--- src/rtl/stream_pkg.sv ---
// Beat widths and the tagged beat word shared by every stage of the stream merge datapath.
package stream_pkg;

    // payload width of one beat in bits.
    localparam int data_w = 16;

    // width of the source id that rides along with every beat.
    localparam int id_w = 4;

    // total width of one tagged word as it moves between the stages.
    localparam int beat_w = id_w + data_w;

    // the id sits in the upper bits and the data in the lower bits.
    // this order matches the {id, data} concatenation of the interconnect word.
    typedef struct packed {
        logic [id_w-1:0]   id;   // source id captured when the beat entered its port.
        logic [data_w-1:0] data; // payload exactly as the source offered it.
    } tagged_beat_t;

endpackage

--- src/rtl/route_pkg.sv ---
// Port count, path address width and path state encoding used by the path switch and the top level.
package route_pkg;

    // number of source ports feeding the merge.
    localparam int num_ports = 4;

    // width of the forced path address.
    localparam int addr_w = $clog2(num_ports);

    // state of the input path.
    // the switch leaves path_closed on the first forced address and never returns before reset.
    typedef enum logic {
        path_closed = 1'b0, // no address forced since reset, so every port is blocked.
        path_open   = 1'b1  // an address is in force and its port is merged downstream.
    } path_state_e;

endpackage

--- src/rtl/ingress_slice.sv ---
// One-beat input register per source port; tags each accepted beat with the port's id.
`timescale 1ns/1ps
module ingress_slice (
    input  logic                         clock,   // rising edge clock of the whole merge.
    input  logic                         arst_n,  // asynchronous reset, active low.
    input  logic                         s_valid, // source offers a beat.
    input  logic [stream_pkg::data_w-1:0] s_data, // source payload.
    input  logic [stream_pkg::id_w-1:0]   sid,    // id of this port, sampled with each beat.
    output logic                         s_ready, // slice can take a beat on this edge.
    output logic                         t_valid, // slice holds a tagged beat.
    output stream_pkg::tagged_beat_t     t_beat,  // the held tagged beat.
    input  logic                         t_ready  // path switch takes the held beat.
);

    logic                     full;     // the single entry holds a beat.
    stream_pkg::tagged_beat_t beat_q;   // payload register of the entry.
    logic                     s_fire;   // a source beat transfers on this edge.
    logic                     t_fire;   // the held beat leaves on this edge.

    assign t_fire  = full & t_ready;          // only a full slice can hand a beat on.
    assign s_ready = ~full | t_ready;         // room now, or room made by the leaving beat.
    assign s_fire  = s_valid & s_ready;       // handshake on the source side.

    // the full flag follows the two handshakes.
    always_ff @(posedge clock or negedge arst_n) begin
        if (!arst_n) begin
            full <= 1'b0;                     // empty after reset.
        end else if (s_fire) begin
            full <= 1'b1;                     // a new beat fills the entry, even when one leaves.
        end else if (t_fire) begin
            full <= 1'b0;                     // the last beat left and nothing replaced it.
        end
    end

    // the id is captured together with the data.
    // a later change on sid therefore never alters a beat already inside.
    always_ff @(posedge clock) begin
        if (s_fire) begin
            beat_q.id   <= sid;               // tag with the port id at acceptance.
            beat_q.data <= s_data;            // payload stays stable until the beat leaves.
        end
    end

    assign t_valid = full;                    // valid exactly while the entry is occupied.
    assign t_beat  = beat_q;                  // word is held stable until t_fire.

endmodule

--- src/rtl/path_switch.sv ---
// Forced-address path switch; merges the beat of the open port and steers downstream ready back to it.
`timescale 1ns/1ps
module path_switch (
    input  logic                           clock,    // rising edge clock.
    input  logic                           arst_n,   // asynchronous reset, active low.
    input  logic [route_pkg::addr_w-1:0]   addr,     // address to force on the next addr_vld.
    input  logic                           addr_vld, // strobe that loads addr on this edge.
    output logic [route_pkg::addr_w-1:0]   curr_addr, // address currently in force.
    input  logic                           t_valid [route_pkg::num_ports-1:0], // slice valids.
    input  stream_pkg::tagged_beat_t       t_beat  [route_pkg::num_ports-1:0], // slice beats.
    output logic                           t_ready [route_pkg::num_ports-1:0], // slice readys.
    output logic                           o_valid,  // merged beat towards the egress buffer.
    output stream_pkg::tagged_beat_t       o_beat,   // merged tagged word.
    input  logic                           o_ready   // egress buffer takes the merged beat.
);

    route_pkg::path_state_e             state;      // closed until the first forced address.
    logic [route_pkg::addr_w-1:0]       addr_q;     // forced address register.
    logic                               path_on;    // the path is open this cycle.
    logic                               sel_valid;  // valid of the slice at the open address.

    // the address register and the state move together on addr_vld.
    // the path may be switched between any two beats because a beat only leaves its
    // slice on a handshake, and unselected slices simply keep holding theirs.
    always_ff @(posedge clock or negedge arst_n) begin
        if (!arst_n) begin
            state  <= route_pkg::path_closed;       // no port is open after reset.
            addr_q <= '0;                           // curr_addr reads zero after reset.
        end else if (addr_vld) begin
            state  <= route_pkg::path_open;         // the first strobe opens the path for good.
            addr_q <= addr;                         // new address in force from this edge on.
        end
    end

    assign curr_addr = addr_q;                      // registered address drives the selection.
    assign path_on   = (state == route_pkg::path_open);

    // selection of the open port is purely combinational.
    assign sel_valid = t_valid[addr_q];             // valid of the addressed slice.
    assign o_valid   = path_on & sel_valid;         // nothing passes while the path is closed.
    assign o_beat    = t_beat[addr_q];              // word is only qualified by o_valid.

    // downstream ready goes back to the addressed slice alone.
    // every other slice sees ready low and keeps its beat in order.
    always_comb begin
        for (int i = 0; i < route_pkg::num_ports; i++) begin
            t_ready[i] = path_on & o_ready & (int'(addr_q) == i); // one ready at most.
        end
    end

endmodule

--- src/rtl/egress_buffer.sv ---
// Two-entry output queue that cuts the ready path and splits the tagged word into id and data.
`timescale 1ns/1ps
module egress_buffer (
    input  logic                          clock,   // rising edge clock.
    input  logic                          arst_n,  // asynchronous reset, active low.
    input  logic                          i_valid, // merged beat offered by the path switch.
    input  stream_pkg::tagged_beat_t      i_beat,  // merged tagged word.
    output logic                          i_ready, // buffer has a free entry.
    output logic                          m_valid, // head beat is presented.
    output logic [stream_pkg::id_w-1:0]   m_id,    // source id of the head beat.
    output logic [stream_pkg::data_w-1:0] m_data,  // payload of the head beat.
    input  logic                          m_ready  // sink takes the head beat.
);

    stream_pkg::tagged_beat_t mem [2];   // the two storage entries.
    logic                     wr_ptr;    // entry written by the next accepted beat.
    logic                     rd_ptr;    // entry holding the head beat.
    logic [1:0]               count;     // number of occupied entries, zero to two.
    logic                     push;      // an upstream beat enters on this edge.
    logic                     pop;       // the head beat leaves on this edge.
    stream_pkg::tagged_beat_t head;      // head entry seen at the output.

    // ready depends on the count register only.
    // m_ready therefore never reaches the sources combinationally.
    assign i_ready = (count != 2'd2);               // room while fewer than two are used.
    assign m_valid = (count != 2'd0);               // any stored beat is presented.
    assign push    = i_valid & i_ready;             // upstream handshake.
    assign pop     = m_valid & m_ready;             // downstream handshake.

    // pointers and count are the control state of the queue.
    always_ff @(posedge clock or negedge arst_n) begin
        if (!arst_n) begin
            wr_ptr <= 1'b0;                         // both pointers start at entry zero.
            rd_ptr <= 1'b0;
            count  <= 2'd0;                         // empty after reset.
        end else begin
            if (push) begin
                wr_ptr <= ~wr_ptr;                  // two entries, so the pointer just flips.
            end
            if (pop) begin
                rd_ptr <= ~rd_ptr;                  // next entry becomes the head.
            end
            case ({push, pop})
                2'b10:   count <= count + 2'd1;     // fill only.
                2'b01:   count <= count - 2'd1;     // drain only.
                default: count <= count;            // both or neither keep the level.
            endcase
        end
    end

    // storage is written on every accepted beat.
    always_ff @(posedge clock) begin
        if (push) begin
            mem[wr_ptr] <= i_beat;                  // the free entry takes the new beat.
        end
    end

    assign head   = mem[rd_ptr];                    // stays stable while m_ready is low.
    assign m_id   = head.id;                        // id field on its own port.
    assign m_data = head.data;                      // data field on its own port.

endmodule

--- src/rtl/stream_merge_top.sv ---
// Top level of the stream merge; chains the per-port ingress slices, the path switch and the egress buffer.
`timescale 1ns/1ps
module stream_merge_top (
    input  logic                          clock,    // rising edge clock.
    input  logic                          arst_n,   // asynchronous reset, active low.
    input  logic                          s_valid [route_pkg::num_ports-1:0], // source valids.
    input  logic [stream_pkg::data_w-1:0] s_data  [route_pkg::num_ports-1:0], // source payloads.
    output logic                          s_ready [route_pkg::num_ports-1:0], // source readys.
    input  logic [stream_pkg::id_w-1:0]   sid     [route_pkg::num_ports-1:0], // per-port ids.
    input  logic [route_pkg::addr_w-1:0]  addr,     // path address to force.
    input  logic                          addr_vld, // strobe that forces addr.
    output logic [route_pkg::addr_w-1:0]  curr_addr, // path address in force.
    output logic                          m_valid,  // output beat valid.
    output logic [stream_pkg::data_w-1:0] m_data,   // output payload.
    output logic [stream_pkg::id_w-1:0]   m_id,     // source id of the output beat.
    input  logic                          m_ready   // sink ready.
);

    logic                     t_valid [route_pkg::num_ports-1:0]; // slice to switch valids.
    stream_pkg::tagged_beat_t t_beat  [route_pkg::num_ports-1:0]; // slice to switch words.
    logic                     t_ready [route_pkg::num_ports-1:0]; // switch to slice readys.
    logic                     o_valid;  // switch to buffer valid.
    stream_pkg::tagged_beat_t o_beat;   // switch to buffer word.
    logic                     o_ready;  // buffer to switch ready.

    // one register slice per source port.
    for (genvar i = 0; i < route_pkg::num_ports; i++) begin : g_ingress
        ingress_slice ingress_slice_i (
            .clock   (clock),
            .arst_n  (arst_n),
            .s_valid (s_valid[i]),
            .s_data  (s_data[i]),
            .sid     (sid[i]),
            .s_ready (s_ready[i]),
            .t_valid (t_valid[i]),
            .t_beat  (t_beat[i]),
            .t_ready (t_ready[i])
        );
    end

    path_switch path_switch_i (
        .clock     (clock),
        .arst_n    (arst_n),
        .addr      (addr),
        .addr_vld  (addr_vld),
        .curr_addr (curr_addr),
        .t_valid   (t_valid),
        .t_beat    (t_beat),
        .t_ready   (t_ready),
        .o_valid   (o_valid),
        .o_beat    (o_beat),
        .o_ready   (o_ready)
    );

    egress_buffer egress_buffer_i (
        .clock   (clock),
        .arst_n  (arst_n),
        .i_valid (o_valid),
        .i_beat  (o_beat),
        .i_ready (o_ready),
        .m_valid (m_valid),
        .m_id    (m_id),
        .m_data  (m_data),
        .m_ready (m_ready)
    );

endmodule

--- config.mk ---
export PLATFORM = sky130hd
export DESIGN_NAME = stream_merge_top
export DESIGN_NICKNAME = d
export VERILOG_FILES = /design/src/rtl/stream_pkg.sv /design/src/rtl/route_pkg.sv /design/src/rtl/ingress_slice.sv /design/src/rtl/path_switch.sv /design/src/rtl/egress_buffer.sv /design/src/rtl/stream_merge_top.sv
export SDC_FILE = /design/constraint.sdc
export NUM_CORES = 1
export LEC_CHECK = 0
export ABC_AREA = 1
export BUFFER_PORTS_ARGS = -buffer_cell sky130_fd_sc_hd__buf_4
export CAP_MARGIN = 0
export CORE_UTILIZATION = 30
export CTS_BUF_LIST = sky130_fd_sc_hd__clkbuf_16
export DETAILED_ROUTE_END_ITERATION = 8
export GPL_ROUTABILITY_DRIVEN = 0
export HOLD_SLACK_MARGIN = 0.03
export PLACE_DENSITY = 0.55
export SETUP_SLACK_MARGIN = 0.3
export SLEW_MARGIN = 20
export SYNTH_ARGS = -nofsm -noshare
export SYNTH_HDL_FRONTEND = slang
export SYNTH_SLANG_ARGS = --single-unit
--- constraint.sdc ---
create_clock -name clock -period 3 [get_ports clock]
set_input_delay 0.75 -clock clock [delete_from_list [all_inputs] [get_ports clock]]
set_output_delay 0.75 -clock clock [all_outputs]
set_load 0.05 [all_outputs]
==> results of run 1 <==
[layer usage]
metal  vias up  share of wire (%)  track usage, %
li1       1489                  -               -
met1      1449                 45            17.0
met2        77                 49            21.5
met3        15                4.0            3.34
met4         0                1.9            6.16
met5         -                  0               0
[flip-flops by register name, summed over array words and instances, names as in the netlist]
signal,cells
path_switch_i.path_on,1
egress_buffer_i.wr_ptr,1
egress_buffer_i.count,2
egress_buffer_i.rd_ptr,1
g_ingress.ingress_slice_i.t_valid,4
path_switch_i.curr_addr,2
egress_buffer_i.mem,40
g_ingress.ingress_slice_i.t_beat,80
[area by class of cell]
cell class | count | share of cell area [%]
tap | 216 | 4.08
multi-input combinational | 187 | 13.1
clock buffer | 17 | 6.42
clock inverter | 15 | 2.74
sequential | 131 | 58.5
inverter | 16 | 0.906
timing repair buffer | 126 | 14.3
[metrics by stage]
stage / cells / util [%] / cell area [um^2] / hold WS (ns) / setup slack [ns]
2_1_floorplan: 350 / - / 4880 / 0.436 / 0.622
3_3_place_gp: 676 / 37.9 / 6020 / 0.453 / 0.928
3_5_place_dp: 676 / 37.9 / 6020 / 0.459 / 0.892
4_1_cts: 708 / 41.7 / 6630 / 0.162 / 0.445
5_1_grt: 708 / 41.7 / 6630 / 0.172 / 0.356
6_report: 708 / 41.7 / 6630 / 0.174 / 0.465
[worst paths after layout]
path	end	slack, ns	depth (start not counted)
worst max register to register	egress_buffer_i.mem[0][8]$_DFFE_PP_	1.07	7
worst min register to register	path_switch_i.path_on$_DFFE_PN0P_	0.47	1
worst min-delay path	path_switch_i.curr_addr[1]$_DFFE_PN0P_	0.17	1
worst max-delay path	s_ready[2]	0.46	6
min in group clock	path_switch_i.path_on$_DFFE_PN0P_	0.47	1
max in group asynchronous	egress_buffer_i.rd_ptr$_DFFE_PN0P_	2.66	1
[Yosys cell counts (2+ instances only)]
cell        n  share of area [%]
clkbuf_1    4               0.31
and2_1      2               0.26
inv_2       5               0.38
dfrtp_1    11                5.6
nand2_1   127                9.8
buf_4       6               0.92
o21ai_2     2               0.36
a22oi_1    19                2.9
a21oi_1     3               0.31
o21ai_0     3               0.31
buf_2       6               0.61
edfxtp_1  120                 74
nor2_2      2               0.26
nor2_1      2               0.15
inv_1      11               0.85
xor2_1      2               0.36
nand3_1    20                2.0
[cell families after synthesis]
group	count (synthesis)
AND/OR/NAND/NOR	155
flip-flops	131
XOR/XNOR	3
adder cells (fa/ha/maj)	1
AO/OA/AOI/OAI	28
buffers and inverters	32
[critical path: cells and delay by family (launching register included)]
family | cells | cell delay, ns
simple gates | 1 | 0.08
buf+inv | 4 | 0.63
flops | 1 | 0.48
compound gates | 1 | 0.17
[power groups by stage]
| stage | sequential (mW) | combinational [mW] | clock, mW |
|---|---|---|---|
| after global routing | 2.53 | 1.96 | 2.20 |
| after detailed placement | 2.54 | 1.84 | 0 |
| final | 2.50 | 1.81 | 2.08 |
| after global placement | 2.53 | 1.82 | 0 |
| after CTS | 2.50 | 1.85 | 2.12 |
| after floorplan | 2.53 | 1.22 | 0 |
==> impl_metrics.ini, run 1 <==
[status]
outcome = complete, no violations

[synth]
post_synth_and_or_nand_nor_area_fraction_pct = 12.7
synth_top_family_by_area = simple AND/OR/NAND/NOR gates
ys_seq_elements = 131
yosys_warnings = 0
synth-edff-count = 120
syn_inst = 350
muxShareOfSynthArea_pct = 0
syn_area_um2 = 4880
mappedNetlistNets = 441
synthAdderAreaFrac_pct = 0.256
ys_types = 22
ys_seq_area_share_pct = 79.4
synth_area_per_cell_um2 = 14.0
dominantRegCellSynth = edfxtp_1
synthXorXnorAreaFrac_pct = 0.538
asyncSetResetFlopFracSynth_pct = 8.40
synth_compound_area_share_pct = 4.00

[finish]
layout.cells.most_common_list = 127 x nand2_1, 126 x buf_4, 120 x edfxtp_1, 20 x nand3_1, 19 x a22oi_1
number_of_inserted_diodes = 0
layout.filler_cells = 1509
seqCellArea_um2 = 3880
layout-drive-gt1-share_pct = 34.8
nNetsFinal = 570
layout.cells.most_common = nand2_1
area_of_combinational_cells_with_multiple_inputs_um2 = 866
syn2layout_area_growth_pct = 35.7

[power_and_ir_drop]
p_clk_share_pct = 32.6
pwr-share-seq_pct = 39.1
fraction_of_power_spent_switching_nets_pct = 33.9
power.net_switching_mw = 2.17
power.density_nw_per_um2 = 965
leakage_power_nw = 2.67
logic_gate_share_of_total_power_pct = 28.4
cell_internal_pwr_mw = 4.23
max-vdd-ir-drop_mv = 0.380
post-layout-total-power_mw = 6.40

[job]
cap_viol_max_count = 0

[die]
die_area_um2 = 16800
rows = 46
io-pin-count = 117
chipHeight_um = 130
die_width_um = 130
core_area_um2 = 15900
initial_core_util_pct = 30.7

[setup_path]
crit-reg2reg-launch = path_switch_i.curr_addr[0]$_DFFE_PN0P_
end_kind = primary output
worstPathRequired_ns = 2.25
setup.worst_path.start_class = register
crit_fanout = 21
worstPathCellList = inv_2, nor2_2, buf_4, inv_2, o21ai_2, buf_4
crit_start = path_switch_i.curr_addr[1]$_DFFE_PN0P_
critical-path-slowest-cell = dfrtp_1
worst_path_largest_cell_delay_ns = 0.48
critPathArrivalTime_ns = 1.79
timing_worst_setup_path_type = reg -> out

[clock_tree]
clkLatencyLatePin_ns = 0.41
hold_buffers = 0
cts_tree = built
cts-root-to-sink-buffers = 2
path_clk_slew_ns = 0.06
tritoncts_num_sinks = 131
cts_resized = 0
ctsHtreeMaxLevel = 4
cts_setup_buffers = 0
cts-buffers-inserted = 17
clock-root-buffer = clkbuf_16

[timing]
tightest_slew_ns = 0.834
setup_viol = 0
max_freq_mhz = 394
max_slew_margin_pct = 44.4
final_worst_path_period_need_ns = 2.54
fin_skew_ns = 0.00475
rsz_0062_raised_after_global_routing = false
setup_total_negative_slack_ns = 0
timing.final.hold_violations = 0
finalMaxSlewViolations = 0
post-route-period-util_pct = 84.5

[grt]
grt_start_max_net_pins = 22
antenna_found_initial = 0
grt.overflow.total = 0
wire_length_of_the_first_global_routing_pass_um = 15900
first_global_vias = 2940
grt_use_total_pct = 13.4

[detailed_routing]
detailroute.via_count = 3030
drc = 0
routed_via_density = 4.28
drt-pass1-iter-count = 4
drt-wirelength-per-cell_um = 15.3
ant_nets = 0
drt-total-wl_um = 10900
drtIter0Drc = 171

[place]
place.port_buffers = 116
place_hpwl_um = 7760

[hold_path]
hold_path.class = in -> async
Power figures use the tool's default switching activity.
==> inputs of run 2 (changes only) <==
- clock period: 3 -> 2.5 ns (I/O delays scaled with it)
==> run 2 against run 1 <==
  * Die area unchanged
  * Global-route usage is 0.56 points higher
  * Clock skew up 0.012 ns
  * Wire length increased by 3.0%
  * Flip-flop and latch count did not move
  * Critical path depth fell by 1
  * Via count fell by 0.36%
  * First-iteration DRC count fell by 22%
  * Non-clock buffer count is 6 higher
  * Final area rose by 0.11%
  * Combinational power up 25%
  * Setup slack worse by 0.084 ns
  * Critical endpoint is now s_ready[1]
  * Highest routed layer unchanged
==> impl_metrics.ini, run 2 (synthesis results as in run 1) <==
[status]
outcome = complete, no violations

[finish]
area_of_combinational_cells_with_multiple_inputs_um2 = 877
layout-drive-gt1-share_pct = 35.8
layout.filler_cells = 1536
largest_register_ff_count = 80
seqCellArea_um2 = 3880
fin_util_pct = 41.8
syn2layout_area_growth_pct = 35.8
nNetsFinal = 578
number_of_inserted_diodes = 0
layout.cells.most_common_list = 130 x buf_4, 127 x nand2_1, 120 x edfxtp_1, 20 x nand3_1, 19 x a22oi_1
layout.cells.most_common = buf_4

[power_and_ir_drop]
p_clk_share_pct = 29.3
max-vdd-ir-drop_mv = 0.446
logic_gate_share_of_total_power_pct = 30.2
fraction_of_power_spent_switching_nets_pct = 34.4
power.density_nw_per_um2 = 1130
power.net_switching_mw = 2.57
leakage_power_nw = 2.68
pwr-share-seq_pct = 40.5
cell_internal_pwr_mw = 4.91

[clock_tree]
clock-root-buffer = clkbuf_16
clkLatencyLatePin_ns = 0.41
ctsHtreeMaxLevel = 4
tritoncts_num_sinks = 131
cts-buffers-inserted = 17
cts-root-to-sink-buffers = 2
cts_tree = built
path_clk_slew_ns = 0.05

[detailed_routing]
drc = 0
drt-total-wl_um = 11200
routed_via_density = 4.22
detailroute.via_count = 3019
ant_nets = 0
drt-wirelength-per-cell_um = 15.6
drtIter0Drc = 134
drt-pass1-iter-count = 4

[timing]
rsz_0062_raised_after_global_routing = false
tightest_slew_ns = 0.373
finalMaxSlewViolations = 0
post-route-period-util_pct = 84.8
max_slew_margin_pct = 75.1
timing.final.hold_violations = 0
setup_total_negative_slack_ns = 0
layout_setup_ws_ns = 0.381
max_freq_mhz = 472
setup_viol = 0
final_worst_path_period_need_ns = 2.12
fin_skew_ns = 0.0163

[grt]
groute.layer.met2.usage_pct = 22.3
first_global_vias = 2959
grt_use_total_pct = 13.9
grt_start_max_net_pins = 22
met3_usage_pct = 3.84
antenna_found_initial = 0
globalRoute.busiestLayer = met2
gr-usage-met1_pct = 17.6
wire_length_of_the_first_global_routing_pass_um = 16400
grt.overflow.total = 0

[setup_path]
end_kind = primary output
crit_fanout = 3
critPathArrivalTime_ns = 1.49
setup.worst_path.start_class = register
worstPathRequired_ns = 1.88
timing_worst_setup_path_type = reg -> out

[die]
die_width_um = 130
initial_core_util_pct = 30.7
rows = 46
core_area_um2 = 15900
die_area_um2 = 16800
chipHeight_um = 130
io-pin-count = 117

[place]
place.port_buffers = 116
place_hpwl_um = 7800
pre_cts_ws_ns = 0.590

[hold_path]
hold_path.class = in -> reg

[job]
cap_viol_max_count = 0
[run 2: changes by cell type in the layout (fill, tap and decap cells not counted), sizes merged]
| cell | previous run | this run |
|---|---|---|
| clkinvlp | 2 | 5 |
| buf | 126 | 131 |
| clkinv | 7 | 9 |
| bufinv | 3 | 1 |
| dlygate4sd3 | 0 | 1 |
| inv | 19 | 18 |
[run 2: worst max-delay path, cell delays in order, from the launching register on]
cell	delay, ns
dfrtp_1	0.36
inv_1	0.13
o21ai_4	0.07
buf_4	0.15
o21ai_2	0.16
buf_4	0.23
[run 2: path summary, 6_finish.rpt]
check	start	end	slack, ns	cells after the start
setup / recovery	egress_buffer_i.count[1]$_DFFE_PN0P_	s_ready[1]	0.38	5
hold / removal	s_data[4]	g_ingress[0].ingress_slice_i.t_beat[4]$_DFFE_PP_	0.38	1
setup reg to reg	path_switch_i.curr_addr[0]$_DFFE_PN0P_	egress_buffer_i.count[1]$_DFFE_PN0P_	0.77	10
hold reg to reg	egress_buffer_i.wr_ptr$_DFFE_PN0P_	egress_buffer_i.wr_ptr$_DFFE_PN0P_	0.48	2
max in group asynchronous	arst_n	egress_buffer_i.rd_ptr$_DFFE_PN0P_	1.73	2
min in group asynchronous	arst_n	g_ingress[2].ingress_slice_i.t_valid$_DFFE_PN0P_	0.59	2
[run 2: power groups by stage]
| stage | Sequential (mW) | Combinational [mW] | Clock, mW |
|---|---|---|---|
| floorplan | 3.03 | 1.47 | 0 |
| global placement | 3.04 | 2.18 | 0 |
| detailed placement | 3.04 | 2.20 | 0 |
| CTS | 3.01 | 2.22 | 2.25 |
| global route | 3.06 | 2.43 | 2.34 |
| finish | 3.03 | 2.26 | 2.19 |
[run 2: metal layers]
| layer | wire (um) | vias up |
|---|---|---|
| met4 | 152 | 0 |
| met3 | 460 | 12 |
| met5 | 0 | - |
| met2 | 5710 | 75 |
| li1 | - | 1504 |
| met1 | 4850 | 1428 |
[run 2: what timing repair did]
action | CTS | global route
hold endpoints to repair | 5 | 0
gates resized for setup | 4 | 6
gates cloned | 0 | 2
pin swaps | 1 | 1
hold buffers | 1 | 0
buffers inserted | 0 | 4
endpoints found under the setup margin | 23 | 23
[run 2: metrics by stage]
step | cells | hold slack [ns] | power, mW | instance area (um^2)
3_3_place_gp | 677 | 0.457 | 5.22 | 6030
6_report | 716 | 0.385 | 7.47 | 6640
2_1_floorplan | 350 | 0.329 | 4.50 | 4890
3_5_place_dp | 677 | 0.458 | 5.24 | 6030
4_1_cts | 710 | 0.368 | 7.48 | 6580
5_1_grt | 716 | 0.364 | 7.83 | 6640
[run 2: cell type report]
type                       count  area share (%)
timing repair inverter         2           0.226
inverter                      16           0.962
timing repair buffer         132            15.0
tap                          216            4.07
clock inverter                15            1.55
sequential                   131            58.5
clock buffer                  17            6.41
multi-input combinational    187            13.2
==> inputs of run 3 (changes only) <==
- clock period: 2.5 -> 2.13 ns (I/O delays scaled with it)
==> run 3 against run 2 <==
  * Count of clock-buffer cells in the layout unchanged
  * Critical path depth unchanged
  * Worst hold slack got worse by 0.091 ns
  * Combinational power rose by 65%
  * Sequential power increased by 18%
  * Final cell count up 1.8%
  * Clock power grew 21%
  * Register-to-register slack worse by 0.49 ns
  * Global-route usage is 0.57 points higher
  * Flip-flop and latch count stayed put
  * Via count is 5.0% higher
  * Clock skew shrank 0.0061 ns
  * Critical endpoint is now m_data[4]
  * Largest power group is now combinational cells
  * Highest routed layer unchanged
==> impl_metrics.ini, run 3 (synthesis results as in run 1) <==
[timing]
max_slew_margin_pct = 74.3
finalMaxSlewViolations = 0
timing.final.hold_violations = 0
fin_skew_ns = 0.0102
rsz_0062_raised_after_global_routing = true
post-route-period-util_pct = 92.1
max_freq_mhz = 510
setup_viol = 0
setup_total_negative_slack_ns = 0
tightest_slew_ns = 0.385
hold_ws_ns = 0.294
final_worst_path_period_need_ns = 1.96

[finish]
layout.cells.most_common_list = 120 x edfxtp_1, 113 x buf_4, 91 x nand2_1, 25 x nand2_4, 20 x nand3_1
layout-drive-gt1-share_pct = 45.4
number_of_inserted_diodes = 0
syn2layout_area_growth_pct = 48.6
largest_register_ff_count = 80
layout.cells.most_common = edfxtp_1
nNetsFinal = 591

[setup_path]
setup.worst_path.start_class = register
worstPathCellList = inv_4, buf_16, nand2_4, nand2_2, buf_8
critPathArrivalTime_ns = 1.43
end_kind = primary output
crit_fanout = 8
critical-path-slowest-cell = dfrtp_1
timing_worst_setup_path_type = reg -> out
worstPathRequired_ns = 1.60
critical_path.top_delay_family = buffers and inverters
worst_path_largest_cell_delay_ns = 0.42
worstPathBufferInverterCount = 3

[grt]
grt.overflow.total = 0
antenna_found_initial = 0
grt_use_total_pct = 14.5
grt_start_max_net_pins = 21
wire_length_of_the_first_global_routing_pass_um = 17400
first_global_vias = 3137

[power_and_ir_drop]
power.net_switching_mw = 3.47
max-vdd-ir-drop_mv = 0.514
fraction_of_power_spent_switching_nets_pct = 34.9
p_clk_share_pct = 26.6
pwr-share-seq_pct = 36.0
power.density_nw_per_um2 = 1370
cell_internal_pwr_mw = 6.49
leakage_power_nw = 2.93
logic_gate_share_of_total_power_pct = 37.5

[clock_tree]
cts_tree = built
clock-root-buffer = clkbuf_16
tritoncts_num_sinks = 131
clkLatencyLatePin_ns = 0.41
cts-root-to-sink-buffers = 2
cts-buffers-inserted = 17
path_clk_slew_ns = 0.06
ctsHtreeMaxLevel = 4

[detailed_routing]
drc = 0
drtIter0Drc = 184
routed_via_density = 4.35
detailroute.via_count = 3170
drt-wirelength-per-cell_um = 16.0
ant_nets = 0
drt-pass1-iter-count = 4
drt-total-wl_um = 11700

[hold_path]
hold_path.class = in -> reg

[die]
die_width_um = 130
rows = 46
initial_core_util_pct = 30.7
core_area_um2 = 15900
chipHeight_um = 130
io-pin-count = 117
die_area_um2 = 16800

[place]
place.port_buffers = 116
place_hpwl_um = 7830

[job]
cap_viol_max_count = 0

[status]
outcome = complete, no violations
## run 3: cell count changes in the layout (fill, tap and decap cells not counted), sizes merged
cell / delta
clkbuf: +1
buf: +14
inv: +2
clkinvlp: -4
## run 3: timing repair
item	in CTS	in global routing
gates resized for setup	63	63
gates cloned	1	1
hold buffers	1	0
pin swaps	11	14
setup buffers	11	6
hold endpoints to repair	11	0
setup endpoints to repair	25	86
## run 3: power groups by stage
stage	registers (mW)	clock network, mW	logic (mW)
after floorplan	3.56	0	1.75
after global placement	3.56	0	2.65
final	3.58	2.64	3.73
after global routing	3.63	2.80	3.96
after detailed placement	3.57	0	2.67
after CTS	3.55	2.70	3.25
## run 3: final timing paths
path | from | endpoint | slack (ns) | cells past startpoint
worst min register to register | egress_buffer_i.wr_ptr$_DFFE_PN0P_ | egress_buffer_i.wr_ptr$_DFFE_PN0P_ | 0.49 | 2
worst min-delay path | sid[2] | g_ingress[0].ingress_slice_i.t_beat[18]$_DFFE_PP_ | 0.29 | 1
worst max-delay path | egress_buffer_i.rd_ptr$_DFFE_PN0P_ | m_data[4] | 0.17 | 5
max in group asynchronous | arst_n | path_switch_i.curr_addr[0]$_DFFE_PN0P_ | 1.46 | 2
min in group asynchronous | arst_n | path_switch_i.curr_addr[1]$_DFFE_PN0P_ | 0.50 | 2
worst max register to register | path_switch_i.curr_addr[0]$_DFFE_PN0P_ | egress_buffer_i.count[1]$_DFFE_PN0P_ | 0.28 | 12
## run 3: layout make-up
cell class	count	area [um^2]
Multi-Input combinational cell	187	1160
Fill cell	1455	8630
Clock buffer	17	425
Timing Repair Buffer	147	1350
Tap cell	216	270
Clock inverter	15	116
Sequential cell	131	3880
Inverter	16	62.6
## run 3: routing by layer
metal	vias to the layer above	share of wire [%]	wire (um)	track usage, %
met5	-	0	0	0
met2	78	50	5810	23.1
met1	1543	44	5140	19.0
li1	1534	-	-	-
met4	0	1.8	208	5.88
met3	15	4.6	536	3.55
## run 3: metrics by stage
stage | instances | utilization, % | worst slack [ns] | power (mW) | cell area (um^2)
final | 729 | 45.7 | 0.169 | 9.96 | 7260
after global placement | 677 | 38.2 | 0.341 | 6.21 | 6070
after detailed placement | 677 | 38.2 | 0.315 | 6.25 | 6070
after CTS | 722 | 43.7 | 0.177 | 9.50 | 6940
after global routing | 729 | 45.7 | 0.111 | 10.4 | 7260
after floorplan | 350 | - | 0.357 | 5.30 | 4920
